[config.mk]
export PLATFORM = sky130hd
export DESIGN_NAME = warblade_top
export DESIGN_NICKNAME = d
export VERILOG_FILES = /design/src/logic/warblade_pkg.sv /design/src/logic/vga_if.sv /design/src/logic/ship_if.sv /design/src/logic/vga_timing.sv /design/src/logic/draw_background.sv /design/src/logic/delay.sv /design/src/logic/ship_control.sv /design/src/logic/draw_ship.sv /design/src/logic/warblade_top.sv
export SDC_FILE = /design/constraint.sdc
export NUM_CORES = 1
export LEC_CHECK = 0
export BUFFER_PORTS_ARGS = -buffer_cell sky130_fd_sc_hd__buf_2
export CAP_MARGIN = 20
export CORE_MARGIN = 8
export CORE_UTILIZATION = 35
export CTS_CLUSTER_SIZE = 24
export DETAILED_ROUTE_END_ITERATION = 16
export MAX_ROUTING_LAYER = met4
export PLACE_DENSITY = 0.48
export SETUP_SLACK_MARGIN = 0.05
export SLEW_MARGIN = 20
export SYNTH_ARGS = -nofsm -noshare
export SYNTH_HDL_FRONTEND = slang
export SYNTH_SLANG_ARGS = --single-unit
[constraint.sdc]
create_clock -name pclk -period 6.7 [get_ports pclk]
set_input_delay 2.01 -clock pclk [delete_from_list [all_inputs] [get_ports pclk]]
set_output_delay 2.01 -clock pclk [all_outputs]
set_load 0.1 [all_outputs]
[src/logic/warblade_pkg.sv]
/*
 * shared types and constants of the pixel path:
 * coordinate and colour vectors, sprite sizes, movement steps,
 * palette and the missile state encoding
 */

package warblade_pkg;

  // pixel coordinates and counters
  typedef logic [10:0] coord_t;

  // 4 bits each of red, green, blue
  typedef logic [11:0] rgb_t;

  // palette
  localparam rgb_t BG_COLOR      = 12'h113;
  localparam rgb_t BORDER_COLOR  = 12'hfff;
  localparam rgb_t SHIP_COLOR    = 12'h0f0;
  localparam rgb_t MISSILE_COLOR = 12'hf80;

  // ship rectangle
  localparam coord_t SHIP_W = 11'd8;
  localparam coord_t SHIP_H = 11'd4;

  // missile is a single column of this height
  localparam coord_t MISSILE_H = 11'd3;

  // per-frame movement
  localparam coord_t SHIP_STEP    = 11'd2;
  localparam coord_t MISSILE_STEP = 11'd4;

  typedef enum logic {
    MS_IDLE,
    MS_FLYING
  } missile_state_t;

endpackage

[src/logic/vga_if.sv]
/*
 * pixel stream between the drawing stages:
 * counters, sync and blanking levels, colour
 */

`timescale 1ns/1ps

interface vga_if import warblade_pkg::*; ();

  coord_t hcount;
  coord_t vcount;
  logic   hsync;
  logic   vsync;
  logic   hblnk;
  logic   vblnk;
  rgb_t   rgb;

  modport source (
    output hcount, vcount,
    output hsync, vsync,
    output hblnk, vblnk,
    output rgb
  );

  modport sink (
    input hcount, vcount,
    input hsync, vsync,
    input hblnk, vblnk,
    input rgb
  );

endinterface

[src/logic/ship_if.sv]
/*
 * ship and missile position, control block to drawing stage
 */

`timescale 1ns/1ps

interface ship_if import warblade_pkg::*; ();

  coord_t ship_x;
  coord_t missile_x;
  coord_t missile_y;
  logic   missile_on;

  modport source (output ship_x, missile_x, missile_y, missile_on);

  modport sink (input ship_x, missile_x, missile_y, missile_on);

endinterface

[src/logic/vga_timing.sv]
/*
 * horizontal and vertical counters with sync and blanking,
 * first stage of the pixel stream
 */

`timescale 1ns/1ps

module vga_timing import warblade_pkg::*; #(
  parameter int H_ACTIVE = 64,
  parameter int H_FP     = 4,
  parameter int H_SYNC   = 8,
  parameter int H_BP     = 4,
  parameter int V_ACTIVE = 48,
  parameter int V_FP     = 2,
  parameter int V_SYNC   = 2,
  parameter int V_BP     = 2
) (
  input  logic pclk,
  input  logic arst_n_i,
  vga_if.source vga_o
);

  localparam int H_TOTAL = H_ACTIVE + H_FP + H_SYNC + H_BP;
  localparam int V_TOTAL = V_ACTIVE + V_FP + V_SYNC + V_BP;
  localparam coord_t H_LAST = coord_t'(H_TOTAL - 1);
  localparam coord_t V_LAST = coord_t'(V_TOTAL - 1);

  coord_t hcount_nxt;
  coord_t vcount_nxt;

  // next counter pair, sync and blanking are derived from it
  // so that all fields leave the register together
  always_comb begin
    hcount_nxt = vga_o.hcount + 11'd1;
    vcount_nxt = vga_o.vcount;
    if (vga_o.hcount == H_LAST) begin
      hcount_nxt = '0;
      if (vga_o.vcount == V_LAST) begin
        vcount_nxt = '0;
      end else begin
        vcount_nxt = vga_o.vcount + 11'd1;
      end
    end
  end

  always_ff @(posedge pclk or negedge arst_n_i) begin
    if (!arst_n_i) begin
      vga_o.hcount <= '0;
      vga_o.vcount <= '0;
      vga_o.hblnk  <= 1'b0;
      vga_o.vblnk  <= 1'b0;
      vga_o.hsync  <= 1'b0;
      vga_o.vsync  <= 1'b0;
    end else begin
      vga_o.hcount <= hcount_nxt;
      vga_o.vcount <= vcount_nxt;
      vga_o.hblnk  <= (hcount_nxt >= H_ACTIVE);
      vga_o.vblnk  <= (vcount_nxt >= V_ACTIVE);
      vga_o.hsync  <= (hcount_nxt >= H_ACTIVE + H_FP) &&
                      (hcount_nxt <  H_ACTIVE + H_FP + H_SYNC);
      vga_o.vsync  <= (vcount_nxt >= V_ACTIVE + V_FP) &&
                      (vcount_nxt <  V_ACTIVE + V_FP + V_SYNC);
    end
  end

  // no colour yet, later stages paint
  assign vga_o.rgb = '0;

  a_hcount_range: assert property (@(posedge pclk) disable iff (!arst_n_i)
    vga_o.hcount <= H_LAST);

  a_hsync_blank: assert property (@(posedge pclk) disable iff (!arst_n_i)
    (vga_o.hcount < H_ACTIVE) |-> !vga_o.hsync);

endmodule

[src/logic/draw_background.sv]
/*
 * background stage: fill colour with a one pixel border
 */

`timescale 1ns/1ps

module draw_background import warblade_pkg::*; #(
  parameter int H_ACTIVE = 64,
  parameter int V_ACTIVE = 48
) (
  input  logic pclk,
  input  logic arst_n_i,
  vga_if.sink   vga_i,
  vga_if.source vga_o
);

  logic on_border;
  rgb_t rgb_nxt;

  assign on_border = (vga_i.hcount == '0) || (vga_i.hcount == H_ACTIVE - 1) ||
                     (vga_i.vcount == '0) || (vga_i.vcount == V_ACTIVE - 1);

  always_comb begin
    if (vga_i.hblnk || vga_i.vblnk) begin
      rgb_nxt = '0;
    end else if (on_border) begin
      rgb_nxt = BORDER_COLOR;
    end else begin
      rgb_nxt = BG_COLOR;
    end
  end

  always_ff @(posedge pclk or negedge arst_n_i) begin
    if (!arst_n_i) begin
      vga_o.hcount <= '0;
      vga_o.vcount <= '0;
      vga_o.hsync  <= 1'b0;
      vga_o.vsync  <= 1'b0;
      vga_o.hblnk  <= 1'b0;
      vga_o.vblnk  <= 1'b0;
      vga_o.rgb    <= '0;
    end else begin
      vga_o.hcount <= vga_i.hcount;
      vga_o.vcount <= vga_i.vcount;
      vga_o.hsync  <= vga_i.hsync;
      vga_o.vsync  <= vga_i.vsync;
      vga_o.hblnk  <= vga_i.hblnk;
      vga_o.vblnk  <= vga_i.vblnk;
      vga_o.rgb    <= rgb_nxt;
    end
  end

endmodule

[src/logic/delay.sv]
/*
 * register chain of configurable width and depth
 */

`timescale 1ns/1ps

module delay #(
  parameter int WIDTH   = 1,
  parameter int CLK_DEL = 1
) (
  input  logic             pclk,
  input  logic             arst_n_i,
  input  logic [WIDTH-1:0] din_i,
  output logic [WIDTH-1:0] dout_o
);

  logic [WIDTH-1:0] stage_q [CLK_DEL];

  always_ff @(posedge pclk or negedge arst_n_i) begin
    if (!arst_n_i) begin
      for (int i = 0; i < CLK_DEL; i++) begin
        stage_q[i] <= '0;
      end
    end else begin
      stage_q[0] <= din_i;
      for (int i = 1; i < CLK_DEL; i++) begin
        stage_q[i] <= stage_q[i-1];
      end
    end
  end

  assign dout_o = stage_q[CLK_DEL-1];

endmodule

[src/logic/ship_control.sv]
/*
 * ship position and missile FSM, updated once per frame
 * at the start of vertical blanking
 */

`timescale 1ns/1ps

module ship_control import warblade_pkg::*; #(
  parameter int H_ACTIVE    = 64,
  parameter int V_ACTIVE    = 48,
  parameter int RESET_X_POS = 20
) (
  input  logic pclk,
  input  logic arst_n_i,
  input  logic left_i,
  input  logic right_i,
  input  logic shoot_i,
  vga_if.sink     vga_i,
  ship_if.source  ship_o
);

  localparam coord_t SHIP_Y = coord_t'(V_ACTIVE - SHIP_H - 2);
  localparam coord_t X_MAX  = coord_t'(H_ACTIVE - SHIP_W);

  logic           frame_stb;
  logic           launch;
  coord_t         ship_x_q;
  coord_t         ship_x_nxt;
  coord_t         missile_x_q;
  coord_t         missile_y_q;
  missile_state_t state_q;

  assign frame_stb = (vga_i.hcount == '0) && (vga_i.vcount == V_ACTIVE);
  assign launch    = frame_stb && (state_q == MS_IDLE) && shoot_i;

  // one step per frame, clamped to the visible width
  always_comb begin
    ship_x_nxt = ship_x_q;
    if (left_i && !right_i) begin
      ship_x_nxt = (ship_x_q < SHIP_STEP) ? '0 : ship_x_q - SHIP_STEP;
    end else if (right_i && !left_i) begin
      ship_x_nxt = (ship_x_q + SHIP_STEP > X_MAX) ? X_MAX : ship_x_q + SHIP_STEP;
    end
  end

  always_ff @(posedge pclk or negedge arst_n_i) begin
    if (!arst_n_i) begin
      ship_x_q <= coord_t'(RESET_X_POS);
      state_q  <= MS_IDLE;
    end else if (frame_stb) begin
      ship_x_q <= ship_x_nxt;
      case (state_q)
        MS_IDLE:   if (shoot_i) state_q <= MS_FLYING;
        MS_FLYING: if (missile_y_q < MISSILE_STEP) state_q <= MS_IDLE;
        default:   state_q <= MS_IDLE;
      endcase
    end
  end

  // missile launches from the centre of the new ship position
  always_ff @(posedge pclk or negedge arst_n_i) begin
    if (!arst_n_i) begin
      missile_x_q <= '0;
      missile_y_q <= '0;
    end else if (launch) begin
      missile_x_q <= ship_x_nxt + SHIP_W / 2;
      missile_y_q <= SHIP_Y - MISSILE_H;
    end else if (frame_stb && state_q == MS_FLYING && missile_y_q >= MISSILE_STEP) begin
      missile_y_q <= missile_y_q - MISSILE_STEP;
    end
  end

  assign ship_o.ship_x     = ship_x_q;
  assign ship_o.missile_x  = missile_x_q;
  assign ship_o.missile_y  = missile_y_q;
  assign ship_o.missile_on = (state_q == MS_FLYING);

  a_ship_bounds: assert property (@(posedge pclk) disable iff (!arst_n_i)
    ship_x_q <= X_MAX);

endmodule

[src/logic/draw_ship.sv]
/*
 * overlays the player ship and its missile onto the stream,
 * ship colour has priority
 */

`timescale 1ns/1ps

module draw_ship import warblade_pkg::*; #(
  parameter int V_ACTIVE = 48
) (
  input  logic pclk,
  input  logic arst_n_i,
  vga_if.sink   vga_i,
  ship_if.sink  ship_i,
  vga_if.source vga_o
);

  // fixed row, two lines above the bottom border area
  localparam coord_t SHIP_Y = coord_t'(V_ACTIVE - SHIP_H - 2);

  logic active;
  logic in_ship;
  logic in_missile;
  rgb_t rgb_nxt;

  assign active = !vga_i.hblnk && !vga_i.vblnk;

  assign in_ship = (vga_i.hcount >= ship_i.ship_x) &&
                   (vga_i.hcount <  ship_i.ship_x + SHIP_W) &&
                   (vga_i.vcount >= SHIP_Y) &&
                   (vga_i.vcount <  SHIP_Y + SHIP_H);

  assign in_missile = ship_i.missile_on &&
                      (vga_i.hcount == ship_i.missile_x) &&
                      (vga_i.vcount >= ship_i.missile_y) &&
                      (vga_i.vcount <  ship_i.missile_y + MISSILE_H);

  always_comb begin
    rgb_nxt = vga_i.rgb;
    if (active && in_ship) begin
      rgb_nxt = SHIP_COLOR;
    end else if (active && in_missile) begin
      rgb_nxt = MISSILE_COLOR;
    end
  end

  always_ff @(posedge pclk or negedge arst_n_i) begin
    if (!arst_n_i) begin
      vga_o.hcount <= '0;
      vga_o.vcount <= '0;
      vga_o.hsync  <= 1'b0;
      vga_o.vsync  <= 1'b0;
      vga_o.hblnk  <= 1'b0;
      vga_o.vblnk  <= 1'b0;
      vga_o.rgb    <= '0;
    end else begin
      vga_o.hcount <= vga_i.hcount;
      vga_o.vcount <= vga_i.vcount;
      vga_o.hsync  <= vga_i.hsync;
      vga_o.vsync  <= vga_i.vsync;
      vga_o.hblnk  <= vga_i.hblnk;
      vga_o.vblnk  <= vga_i.vblnk;
      vga_o.rgb    <= rgb_nxt;
    end
  end

  // blanking comes from the background stage upstream
  a_blank_black: assert property (@(posedge pclk) disable iff (!arst_n_i)
    (vga_o.hblnk || vga_o.vblnk) |-> (vga_o.rgb == '0));

endmodule

[src/logic/warblade_top.sv]
/*
 * top of the pixel path: timing, background, button delay,
 * ship control and ship drawing
 */

`timescale 1ns/1ps

module warblade_top #(
  parameter int H_ACTIVE    = 64,
  parameter int H_FP        = 4,
  parameter int H_SYNC      = 8,
  parameter int H_BP        = 4,
  parameter int V_ACTIVE    = 48,
  parameter int V_FP        = 2,
  parameter int V_SYNC      = 2,
  parameter int V_BP        = 2,
  parameter int RESET_X_POS = 20
) (
  input  logic       pclk,
  input  logic       arst_n_i,
  input  logic       left_i,
  input  logic       right_i,
  input  logic       shoot_i,
  output logic       hs_o,
  output logic       vs_o,
  output logic [3:0] r_o,
  output logic [3:0] g_o,
  output logic [3:0] b_o
);

  vga_if  vga_tim ();
  vga_if  vga_bg ();
  vga_if  vga_out ();
  ship_if ship_pos ();

  logic left_d;
  logic right_d;
  logic shoot_d;

  vga_timing #(
    .H_ACTIVE(H_ACTIVE), .H_FP(H_FP), .H_SYNC(H_SYNC), .H_BP(H_BP),
    .V_ACTIVE(V_ACTIVE), .V_FP(V_FP), .V_SYNC(V_SYNC), .V_BP(V_BP)
  ) vga_timing_inst (
    .pclk(pclk),
    .arst_n_i(arst_n_i),
    .vga_o(vga_tim)
  );

  draw_background #(.H_ACTIVE(H_ACTIVE), .V_ACTIVE(V_ACTIVE)) draw_background_inst (
    .pclk(pclk),
    .arst_n_i(arst_n_i),
    .vga_i(vga_tim),
    .vga_o(vga_bg)
  );

  // button synchroniser
  delay #(.WIDTH(3), .CLK_DEL(2)) delay_buttons_inst (
    .pclk(pclk),
    .arst_n_i(arst_n_i),
    .din_i({left_i, right_i, shoot_i}),
    .dout_o({left_d, right_d, shoot_d})
  );

  ship_control #(
    .H_ACTIVE(H_ACTIVE), .V_ACTIVE(V_ACTIVE), .RESET_X_POS(RESET_X_POS)
  ) ship_control_inst (
    .pclk(pclk),
    .arst_n_i(arst_n_i),
    .left_i(left_d),
    .right_i(right_d),
    .shoot_i(shoot_d),
    .vga_i(vga_bg),
    .ship_o(ship_pos)
  );

  draw_ship #(.V_ACTIVE(V_ACTIVE)) draw_ship_inst (
    .pclk(pclk),
    .arst_n_i(arst_n_i),
    .vga_i(vga_bg),
    .ship_i(ship_pos),
    .vga_o(vga_out)
  );

  assign hs_o = vga_out.hsync;
  assign vs_o = vga_out.vsync;
  assign r_o  = vga_out.rgb[11:8];
  assign g_o  = vga_out.rgb[7:4];
  assign b_o  = vga_out.rgb[3:0];

endmodule

==> results of run 1 <==
[metrics by stage]
stage          total power, mW  hold slack [ps]  worst slack (ps)  cell area [sq um]  std cells
5_1_grt                   1.22              355              3170               6770        887
3_3_place_gp             0.658              333              3440               6470        871
4_1_cts                   1.19              351              3520               6770        887
2_1_floorplan            0.640              331              3350               6230        657
3_5_place_dp             0.658              336              3390               6470        871
6_report                  1.18              347              3520               6770        887
[state kept, by name (all words and copies together) (netlist names), 2 cells and up]
signal                              flops
ship_control_inst.ship_o.missile_y     10
ship_control_inst.ship_o.ship_x        11
vga_timing_inst.vga_o.vcount           11
draw_background_inst.vga_o.hcount      11
draw_ship_inst.vga_o.rgb                7
draw_background_inst.vga_o.vcount      11
delay_buttons_inst.stage_q              3
vga_timing_inst.vga_o.hcount           11
delay_buttons_inst.dout_o               3
draw_background_inst.vga_o.rgb          2
ship_control_inst.ship_o.missile_x     11
[worst max-delay path, stage by stage, from the launching register on]
cell and delay (ps):
dfrtp_1 660, nand3_1 360, nor2_1 230, xnor2_1 140, ha_1 290, a211oi_1 260, nand4_1 130, nor2_1 120
nand3_1 80, a211oi_1 560, o21ba_2 250
[layout make-up]
class	instances	share of cell area
Sequential cell	102	0.377
Timing Repair Buffer	21	0.0170
Inverter	42	0.0233
Tap cell	225	0.0416
Clock buffer	10	0.0338
Multi-Input combinational cell	481	0.497
Clock inverter	6	0.0103
[final timing paths]
path / to / slack [ps] / cells past startpoint
max in group asynchronous: delay_buttons_inst.dout_o[0] / 3860 / 2
hold reg to reg: delay_buttons_inst.dout_o[2] / 350 / 0
setup / recovery: draw_ship_inst.vga_o.rgb[10] / 3520 / 10
hold / removal: delay_buttons_inst.dout_o[2] / 350 / 0
min in group asynchronous: draw_background_inst.vga_o.vsync / 1680 / 1
setup reg to reg: draw_ship_inst.vga_o.rgb[10] / 3520 / 10
[routing by layer]
| metal | global-route usage | up-vias | share of wire |
|---|---|---|---|
| met5 | - | - | 0 |
| met4 | 0.0323 | 0 | 0.011 |
| met3 | 0.0320 | 12 | 0.042 |
| met2 | 0.225 | 101 | 0.46 |
| met1 | 0.204 | 2320 | 0.49 |
| li1 | - | 2304 | - |
[report_power, final]
part | switching [mW] | internal, mW | leakage, nW
combinational | 0.0192 | 0.00527 | 1.49
clock | 0.237 | 0.294 | 0.146
sequential | 0.00332 | 0.617 | 1.33
total | 0.259 | 0.916 | 2.97
[synthesized netlist by cell type (all sizes together), types with 4 or more instances]
| cell type | number | area (sq um) |
|---|---|---|
| and3 | 14 | 87.6 |
| a21o | 4 | 30.0 |
| ha | 57 | 713 |
| dfrtp | 100 | 2500 |
| o22ai | 4 | 31.3 |
| nor3b | 4 | 30.0 |
| nor4 | 11 | 96.3 |
| nor2 | 52 | 195 |
| a211oi | 5 | 37.5 |
| a31oi | 6 | 37.5 |
| clkbuf | 17 | 65.1 |
| o21ai | 42 | 210 |
| nand2b | 5 | 31.3 |
| inv | 41 | 154 |
| nor3 | 19 | 105 |
| nand4 | 25 | 171 |
| o21a | 14 | 105 |
| and4 | 4 | 35.0 |
| or4 | 5 | 41.3 |
| xor2 | 18 | 158 |
| nand3 | 17 | 85.1 |
| buf | 15 | 88.8 |
| nor2b | 4 | 25.0 |
| nand2 | 61 | 231 |
| a21oi | 20 | 100 |
| xnor2 | 44 | 385 |
[cells in the final DEF (no fill, tap or decap), drive strengths merged, types with 3 or more instances in the layout]
cell    count
xnor2      44
nor4       11
nor3       19
o31ai       3
o22ai       4
nand2      61
nand3      17
a211oi      5
nor4b       3
nor3b       4
ha         57
or4         5
clkbuf     10
o211ai      3
nand2b      5
inv        43
and4        4
nor2b       4
nand3b      3
a31oi       6
xor2       18
dfrtp     100
o21a       14
or3         3
nand4      25
a21o        4
mux2        3
and3       14
buf        21
o21ai      42
nor2       52
clkinv      3
a21oi      20
[cells by family after synthesis]
family / after synthesis
muxes: 3
adders and majority gates: 58
DFF: 102
xor gates and xnor gates: 62
buffers and inverters: 74
and+or+nand+nor: 237
AOI/OAI and AO/OA: 121
==> results.txt, run 1 <==
share of layout cells above drive strength 1 - 0.0861
Synth Area in Simple Gates - 0.203
synthesized netlist cell count - 657
RSZ-0062 raised after global routing - false
crit path max fanout - 15
CTS Root Cell - clkbuf_16
asr flop ratio synth - 1.00
DRC Markers - 0
Avg Inst Size Synth - 9.48 sq um
Slew HR - 0.533
Post-CTS Resized - 0
final worst clock skew - 5.67 ps
FP Rows - 48
initial core utilization - 0.359
Die X - 149 um
WP data arrival - 3420 ps
DP Wirelength - 11.6 mm
Chip Height - 149 um
Worst Tran Pin Value - 696 ps
remaining global-route overflow - 0
Leak Pwr - 2.97 nW
CTS max path bufs - 2
Sequential Area - 0.00255 sq mm
setup TNS - 0 ps
Hold Crit Start - delay_buttons_inst.stage_q[5]
Num CTS Buffers - 9
routed vias/inst - 5.34
Post-synth EDFFs - 0
Final Hold Viols - 0
Wirelength per Cell - 17.4 um
Clock Pin Slew Worst Setup and Hold Paths - 70 ps
Max VDD drop - 112 uV
multi-input combinational cell area - 0.00336 sq mm
Synth Area in Compound Gates - 0.128
Initial DRT Pass Iterations - 7
P&R area growth vs syn - 8.69%
hold buffers post-CTS - 0
Highest Clock Rate - 314 MHz
Slew Viols, Final - 0
status - completed
post-synthesis mux area share - 0.00542
Syn. warnings - 0
vias in the first global route - 4653
Syn Nets - 719
first-pass GRT wire length - 25.7 mm
die area - 0.0223 sq mm
initial antenna violation count - 0
vias - 4737
CTS tree - built
CTS sink cnt - 102
area of the core - 0.0174 sq mm
IO Pins - 19
mapped cell area - 0.00623 sq mm
adder-cell share of the synthesized area - 0.116
DRT Wirelength - 15.5 mm
final period utilization - 0.475
Hold/Removal Path Class - register to register
Post-Synth XOR/XNOR Area - 0.0871
Synth Register Bits - 102
GPL Wtd Cong - 0.905
Final Critical Period - 3180 ps
Netlist cell types - 68
Post CTS Setup Buffer Count - 0
worst-skew pair later-pin latency - 350 ps
Synth Flop Type - dfrtp_1
# diodes - 0
PD cells - 174 mW/mm^2
gr usage total - 0.150
Setup crit start - ship_control_inst.ship_o.ship_x[5]
port bufs - 18
drt initial violations - 234
post-synthesis sequential area ratio - 0.410
max_cap viols - 0
Crit Path Class - register to register
final setup fails - 0
largest family of logic cells by synthesized area - simple AND/OR/NAND/NOR gates
Finished Core Util - 0.390
CP Launch Type - register
NumNets Final - 719
H-tree depth - 3
Worst Setup End Kind - register
DRT antenna net count - 0
layout filler cell count - 1726
Critical Path RT - 6940 ps
pin count of the biggest net entering global routing - 53
r2r startpoint - ship_control_inst.ship_o.ship_x[5]
Note: power is estimated with default switching activity, not from simulation.
==> inputs of run 2 (changes only) <==
--- a/config.mk
+++ b/config.mk
@@ -5,6 +5,7 @@
 export SDC_FILE = /design/constraint.sdc
 export NUM_CORES = 1
 export LEC_CHECK = 0
+export ABC_AREA = 1
 export BUFFER_PORTS_ARGS = -buffer_cell sky130_fd_sc_hd__buf_2
 export CAP_MARGIN = 20
 export CORE_MARGIN = 8
==> constraint.sdc (replaced) <==
create_clock -name pclk -period 3.22 [get_ports pclk]
set_input_delay 0.966 -clock pclk [delete_from_list [all_inputs] [get_ports pclk]]
set_output_delay 0.966 -clock pclk [all_outputs]
set_load 0.1 [all_outputs]
==> results.txt, run 2 <==
status - completed
Final Hold Viols - 0 (unchanged)
share of the synthesized area in the top cell type - 0.387 (-0.0145)
Int Power - 2.00 mW (+120%)
Slew HR - 0.541 (+0.00802)
Synth Flop Type - dfrtp_1
CTS max path bufs - 2 (unchanged)
hold_ws - 349 ps (+1.69 ps)
sw frac - 0.230 (+0.00981)
die area - 0.0231 sq mm (+3.3%)
Post-synth EDFFs - 0 (unchanged)
Avg Inst Size Synth - 7.93 sq um (-16%)
Wirelength per Cell - 14.8 um (-15%)
area of the core - 0.0180 sq mm (+3.8%)
crit path max fanout - 11 (-4)
most frequent cells in the layout - 169 x nand2_1, 108 x inv_1, 100 x dfrtp_1
Post-CTS Resized - 0 (unchanged)
initial antenna violation count - 0 (unchanged)
Seq pwr share - 0.494 (-0.034)
switching pwr - 599 uW (+130%)
final worst clock skew - 13.4 ps (+7.74 ps)
NumNets Final - 898 (+25%)
DRT antenna net count - 0 (unchanged)
IO Pins - 19 (unchanged)
CTS Root Cell - clkbuf_16
mapped cell area - 0.00646 sq mm (+3.7%)
RSZ-0062 raised after global routing - false
synth top area cells - dfrtp_1 39%, ha_1 11%, nand2_1 9.8%
Clock Pin Slew Worst Setup and Hold Paths - 80 ps (about the same)
clock share of power - 0.487 (+0.036)
Synth top cells by count - 169 x nand2_1, 108 x inv_1, 100 x dfrtp_1
GPL Wtd Cong - 0.887 (-1.9%)
DP Wirelength - 12.4 mm (+6.3%)
initial core utilization - 0.359 (-0.000396)
pin count of the biggest net entering global routing - 74 (+40%)
share of layout cells above drive strength 1 - 0.101 (+0.0150)
gr usage total - 0.145 (-0.00508)
Crit Path Class - register to register
max_cap viols - 0 (unchanged)
Highest Clock Rate - 365 MHz (+16%)
r2r startpoint - ship_control_inst.ship_o.ship_x[5]
Final Critical Period - 2740 ps (-444 ps)
commonest non-fill, non-tap cell in the layout - nand2_1
crit-path cells - nand3_2 -> nor3_1 -> xor2_1 -> ha_1 -> nand2_1 -> nor2_1 -> nand2_1 -> o211ai_1 -> a31oi_1 -> nand3_1 -> nor2_1 -> nand2_1 -> inv_1 -> nor2_1
vias - 5358 (+13%)
layout filler cell count - 1862 (+7.9%)
Worst path slowest cell - dfrtp_1
Initial DRT Pass Iterations - 5 (-2)
most frequent cell after synthesis - nand2_1
Max VDD drop - 257 uV (+130%)
Syn. warnings - 0 (unchanged)
P&R area growth vs syn - 10.5%
FP Rows - 49 (+2.1%)
CP Launch Type - register
placed cell areas - 0.00679 sq mm (+4.9%)
Hold Crit Start - delay_buttons_inst.stage_q[4]
CTS sink cnt - 102 (unchanged)
final period utilization - 0.850 (+0.375)
Layout Cell Area excl Fill - 0.00714 sq mm (+5.4%)
worst-skew pair later-pin latency - 360 ps (about the same)
first-pass GRT wire length - 27.0 mm (+4.9%)
Setup crit start - ship_control_inst.ship_o.ship_x[5]
Synth Register Bits - 102 (unchanged)
asr flop ratio synth - 1.00 (unchanged)
setup TNS - 0 ps (unchanged)
hold buffers post-CTS - 0 (unchanged)
leading area contributor after synthesis - dfrtp_1
routed vias/inst - 5.01 (-6.2%)
DRT Wirelength - 15.9 mm (+2.8%)
Post CTS Setup Buffer Count - 0 (unchanged)
Die X - 152 um (+1.7%)
final setup fails - 0 (unchanged)
drt initial violations - 298 (+27%)
placed insts - 1054 (+21%)
port bufs - 18 (unchanged)
Hold/Removal Path Class - register to register
Num CTS Buffers - 9 (unchanged)
Syn Nets - 877 (+22%)
H-tree depth - 3 (unchanged)
# diodes - 0 (unchanged)
Critical Path RT - 3470 ps (-3470 ps)
Worst Tran Pin Value - 683 ps (-13.1 ps)
CTS tree - built
Chip Height - 152 um (+1.7%)
Critical Path Max Stage Delay - 630 ps (-30 ps)
Gate power share - 0.019 (-0.002)
Slew Viols, Final - 0 (unchanged)
DRC Markers - 0 (unchanged)
vias in the first global route - 5284 (+14%)
synthesized netlist cell count - 815 (+24%)
PD cells - 364 mW/mm^2 (+110%)
Leak Pwr - 3.61 nW (+22%)
Netlist cell types - 45 (-34%)
Worst Setup End Kind - register
remaining global-route overflow - 0 (unchanged)
fin cells - 1070 (+21%)
post-synthesis sequential area ratio - 0.395 (-0.0148)
WP data arrival - 2980 ps (-440 ps)
-- run 2: changes by cell type after synthesis, moves of 15 or more --
cell      delta
xnor2_1     -38
inv_1       +67
o21ai_0     +15
nand3_1     +36
nor2_1      +35
nand2_1    +109
clkbuf_1    -15
-- run 2: cell type report --
| class | instances | area [sq um] | share of cell area |
|---|---|---|---|
| clock inverters | 7 | 129 | 0.0180 |
| well taps | 229 | 287 | 0.0401 |
| flip-flops and latches | 102 | 2550 | 0.358 |
| clock buffers | 9 | 225 | 0.0315 |
| inverters | 114 | 428 | 0.0599 |
| multi-input cells | 588 | 3390 | 0.475 |
| repair buffers | 21 | 128 | 0.0179 |
-- run 2: routing by layer --
layer	GRT usage	vias to the layer above	routed length, um
met5	-	-	0
met1	0.191	2519	7780
met3	0.0243	19	596
met2	0.222	112	7240
li1	-	2708	-
met4	0.0453	0	259
-- run 2: worst max-delay path: cells and delay by family (launching register included) --
| family | cells | cell delay, ps |
|---|---|---|
| AND/OR/NAND/NOR | 9 | 1110 |
| flip-flops | 1 | 630 |
| AO/OA/AOI/OAI | 2 | 330 |
| adder cells (fa/ha/maj) | 1 | 260 |
| XOR/XNOR | 1 | 180 |
| buffers and inverters | 1 | 130 |
-- run 2: power groups by stage --
stage | combinational [mW] | sequential, mW | clock (mW)
3_3_place_gp | 0.0516 | 1.31 | 0
4_1_cts | 0.0526 | 1.29 | 1.31
3_5_place_dp | 0.0526 | 1.31 | 0
5_1_grt | 0.0586 | 1.29 | 1.36
2_1_floorplan | 0.0144 | 1.31 | 0
6_report | 0.0494 | 1.29 | 1.27
-- run 2: logic make-up (layout without fill, tap and decap cells) --
kind of cell,after synthesis,in the layout,synth area share
AOI/OAI and AO/OA,103,103,0.0883
xor gates and xnor gates,32,32,0.0434
buffers and inverters,125,151,0.0801
adders and majority gates,57,57,0.110
and+or+nand+nor,396,396,0.283
DFF,102,102,0.395
-- run 2: worst paths after layout --
kind	to	slack, ps	cells after the start
worst max register to register	draw_ship_inst.vga_o.rgb[1]	480	14
min in group asynchronous	ship_control_inst.ship_o.ship_x[6]	540	1
worst min-delay path	delay_buttons_inst.dout_o[1]	350	0
max in group asynchronous	draw_background_inst.vga_o.hcount[2]	1930	2
worst max-delay path	draw_ship_inst.vga_o.rgb[1]	480	14
worst min register to register	delay_buttons_inst.dout_o[1]	350	0
-- run 2: stage by stage --
stage	util	power (mW)	setup slack, ps
finish	0.396	2.60	483
global route	0.396	2.70	201
CTS	0.396	2.65	476
detailed placement	0.377	1.36	482
global placement	0.377	1.36	557
floorplan	-	1.32	802
==> inputs of run 3 (changes only) <==
--- a/config.mk
+++ b/config.mk
@@ -14,6 +14,7 @@
 export DETAILED_ROUTE_END_ITERATION = 16
 export MAX_ROUTING_LAYER = met4
 export PLACE_DENSITY = 0.48
+export RECOVER_POWER = 100
 export SETUP_SLACK_MARGIN = 0.05
 export SLEW_MARGIN = 20
 export SYNTH_ARGS = -nofsm -noshare
==> results.txt, run 3 (synthesis results as in run 2) <==
status - complete, but fails checks
failing checks - max-capacitance violations, max-slew violations
Worst Tran Pin Value - 1780 ps (+1100 ps)
Post CTS Setup Buffer Count - 0 (unchanged)
r2r startpoint - ship_control_inst.ship_o.ship_x[2]
FP Rows - 49 (unchanged)
# diodes - 0 (unchanged)
pin count of the biggest net entering global routing - 74 (unchanged)
Num CTS Buffers - 9 (unchanged)
Clock Pin Slew Worst Setup and Hold Paths - 80 ps (about the same)
WP data arrival - 3080 ps (+100 ps)
Leak Pwr - 3.58 nW (-1.0%)
CP delay by family, top - simple AND/OR/NAND/NOR gates
Worst Setup End Kind - register
Max VDD drop - 257 uV (+0.30%)
Initial DRT Pass Iterations - 5 (unchanged)
initial antenna violation count - 0 (unchanged)
Setup crit start - ship_control_inst.ship_o.ship_x[2]
Hold/Removal Path Class - register to register
Die X - 152 um (unchanged)
final worst clock skew - 12.1 ps (-1.28 ps)
DP Wirelength - 12.4 mm (unchanged)
die area - 0.0231 sq mm (unchanged)
Critical Path Max Stage Delay - 550 ps (-80 ps)
Critical Path RT - 3470 ps (about the same)
most frequent cells in the layout - 171 x nand2_1, 112 x inv_1, 100 x dfrtp_1
DRT antenna net count - 0 (unchanged)
CTS tree - built
Crit Path Class - register to register
setup TNS - 0 ps (unchanged)
H-tree depth - 3 (unchanged)
Finished Core Util - 0.392 (-0.00458)
NumNets Final - 898 (unchanged)
P&R area growth vs syn - 9.21%
layout filler cell count - 1874 (+0.64%)
CTS Root Cell - clkbuf_16
Slew HR - -0.186 (-0.727)
Slew Viols, Final - 30 (+30)
Post-CTS Resized - 0 (unchanged)
vias - 5325 (-0.62%)
port bufs - 18 (unchanged)
routed vias/inst - 4.98 (-0.62%)
gr usage total - 0.145 (unchanged)
CTS max path bufs - 2 (unchanged)
max_cap viols - 1 (+1)
CTS sink cnt - 102 (unchanged)
DRT Wirelength - 15.9 mm (+0.30%)
Worst path slowest cell - dfstp_2
Final Hold Viols - 0 (unchanged)
Final Critical Period - 2830 ps (+90.6 ps)
drt initial violations - 364 (+22%)
Critical path buffers and inverters - 3 (+2)
DRC Markers - 0 (unchanged)
share of layout cells above drive strength 1 - 0.0630 (-0.0380)
commonest non-fill, non-tap cell in the layout - nand2_1
Highest Clock Rate - 354 MHz (-3.2%)
Hold Crit Start - delay_buttons_inst.stage_q[4]
Wirelength per Cell - 14.9 um (+0.30%)
CP Launch Type - register
RSZ-0062 raised after global routing - false
initial core utilization - 0.359 (unchanged)
final setup fails - 0 (unchanged)
crit-path cells - inv_1 -> ha_1 -> inv_1 -> nand3_1 -> nand2_1 -> nor2_1 -> nand2_1 -> nand3_2 -> nor2_1 -> nand3_2 -> nand2_4 -> ha_1 -> inv_1 -> nor2_2 -> nand2_2 -> nor2_1 -> nand2_1 -> nand3_1 -> nand2_1
IO Pins - 19 (unchanged)
first-pass GRT wire length - 27.0 mm (unchanged)
worst-skew pair later-pin latency - 360 ps (about the same)
GPL Wtd Cong - 0.887 (unchanged)
vias in the first global route - 5284 (unchanged)
remaining global-route overflow - 0 (unchanged)
Chip Height - 152 um (unchanged)
hold buffers post-CTS - 0 (unchanged)
crit path max fanout - 6 (-5)
final period utilization - 0.878 (+0.0281)
CP most frequent cell - nand2_1
area of the core - 0.0180 sq mm (unchanged)
PD cells - 369 mW/mm^2 (+1.2%)
## run 3: cell types whose count changed in the layout (fill, tap and decap cells not counted), sizes merged
cell,delta
buf,-16
clkbuf,+16
## run 3: final timing paths
kind / end / slack (ps) / depth (start not counted)
worst min register to register: delay_buttons_inst.dout_o[1] / 350 / 0
max in group asynchronous: draw_background_inst.vga_o.hcount[2] / 990 / 2
min in group asynchronous: ship_control_inst.ship_o.ship_x[6] / 1070 / 1
worst max register to register: ship_control_inst.ship_o.missile_x[8] / 390 / 19
worst max-delay path: ship_control_inst.ship_o.missile_x[8] / 390 / 19
worst min-delay path: delay_buttons_inst.dout_o[1] / 350 / 0
## run 3: worst reg2reg max path, delay by kind of cell (launching register included)
kind,cells,cell delay [ps]
buffers and inverters,3,230
adder cells (fa/ha/maj),2,510
AND/OR/NAND/NOR,14,1450
flip-flops,1,550
## run 3: cell type report
cell class / count / area [sq um] / area share
inverters: 114 / 428 / 0.0606
well taps: 229 / 287 / 0.0406
repair buffers: 21 / 104 / 0.0147
clock buffers: 9 / 225 / 0.0319
multi-input cells: 588 / 3330 / 0.472
flip-flops and latches: 102 / 2550 / 0.362
clock inverters: 7 / 129 / 0.0183
## run 3: power breakdown
group	switching [mW]	internal (mW)	total, mW	leakage (nW)
logic	0.0398	0.00853	0.0484	2.07
clock network	0.560	0.709	1.27	0.170
registers	0.00152	1.28	1.29	1.33
total	0.601	2.00	2.60	3.58
## run 3: metrics by stage
step           instances  cell area [sq um]  worst slack [ps]  total power [mW]  hold WS [ps]
3_5_place_dp        1054               6790               482              1.36           336
6_report            1070               7060               392              2.60           349
5_1_grt             1070               7060               105              2.70           354
4_1_cts             1070               7140               476              2.65           352
2_1_floorplan        815               6460               802              1.32           331
3_3_place_gp        1054               6790               557              1.36           332
## run 3: per-layer routing
| metal | vias to the layer above | track usage | share of wire |
|---|---|---|---|
| met5 | - | - | 0 |
| met4 | 0 | 0.0453 | 0.017 |
| met3 | 18 | 0.0243 | 0.033 |
| met2 | 92 | 0.222 | 0.46 |
| met1 | 2507 | 0.191 | 0.49 |
| li1 | 2708 | - | - |
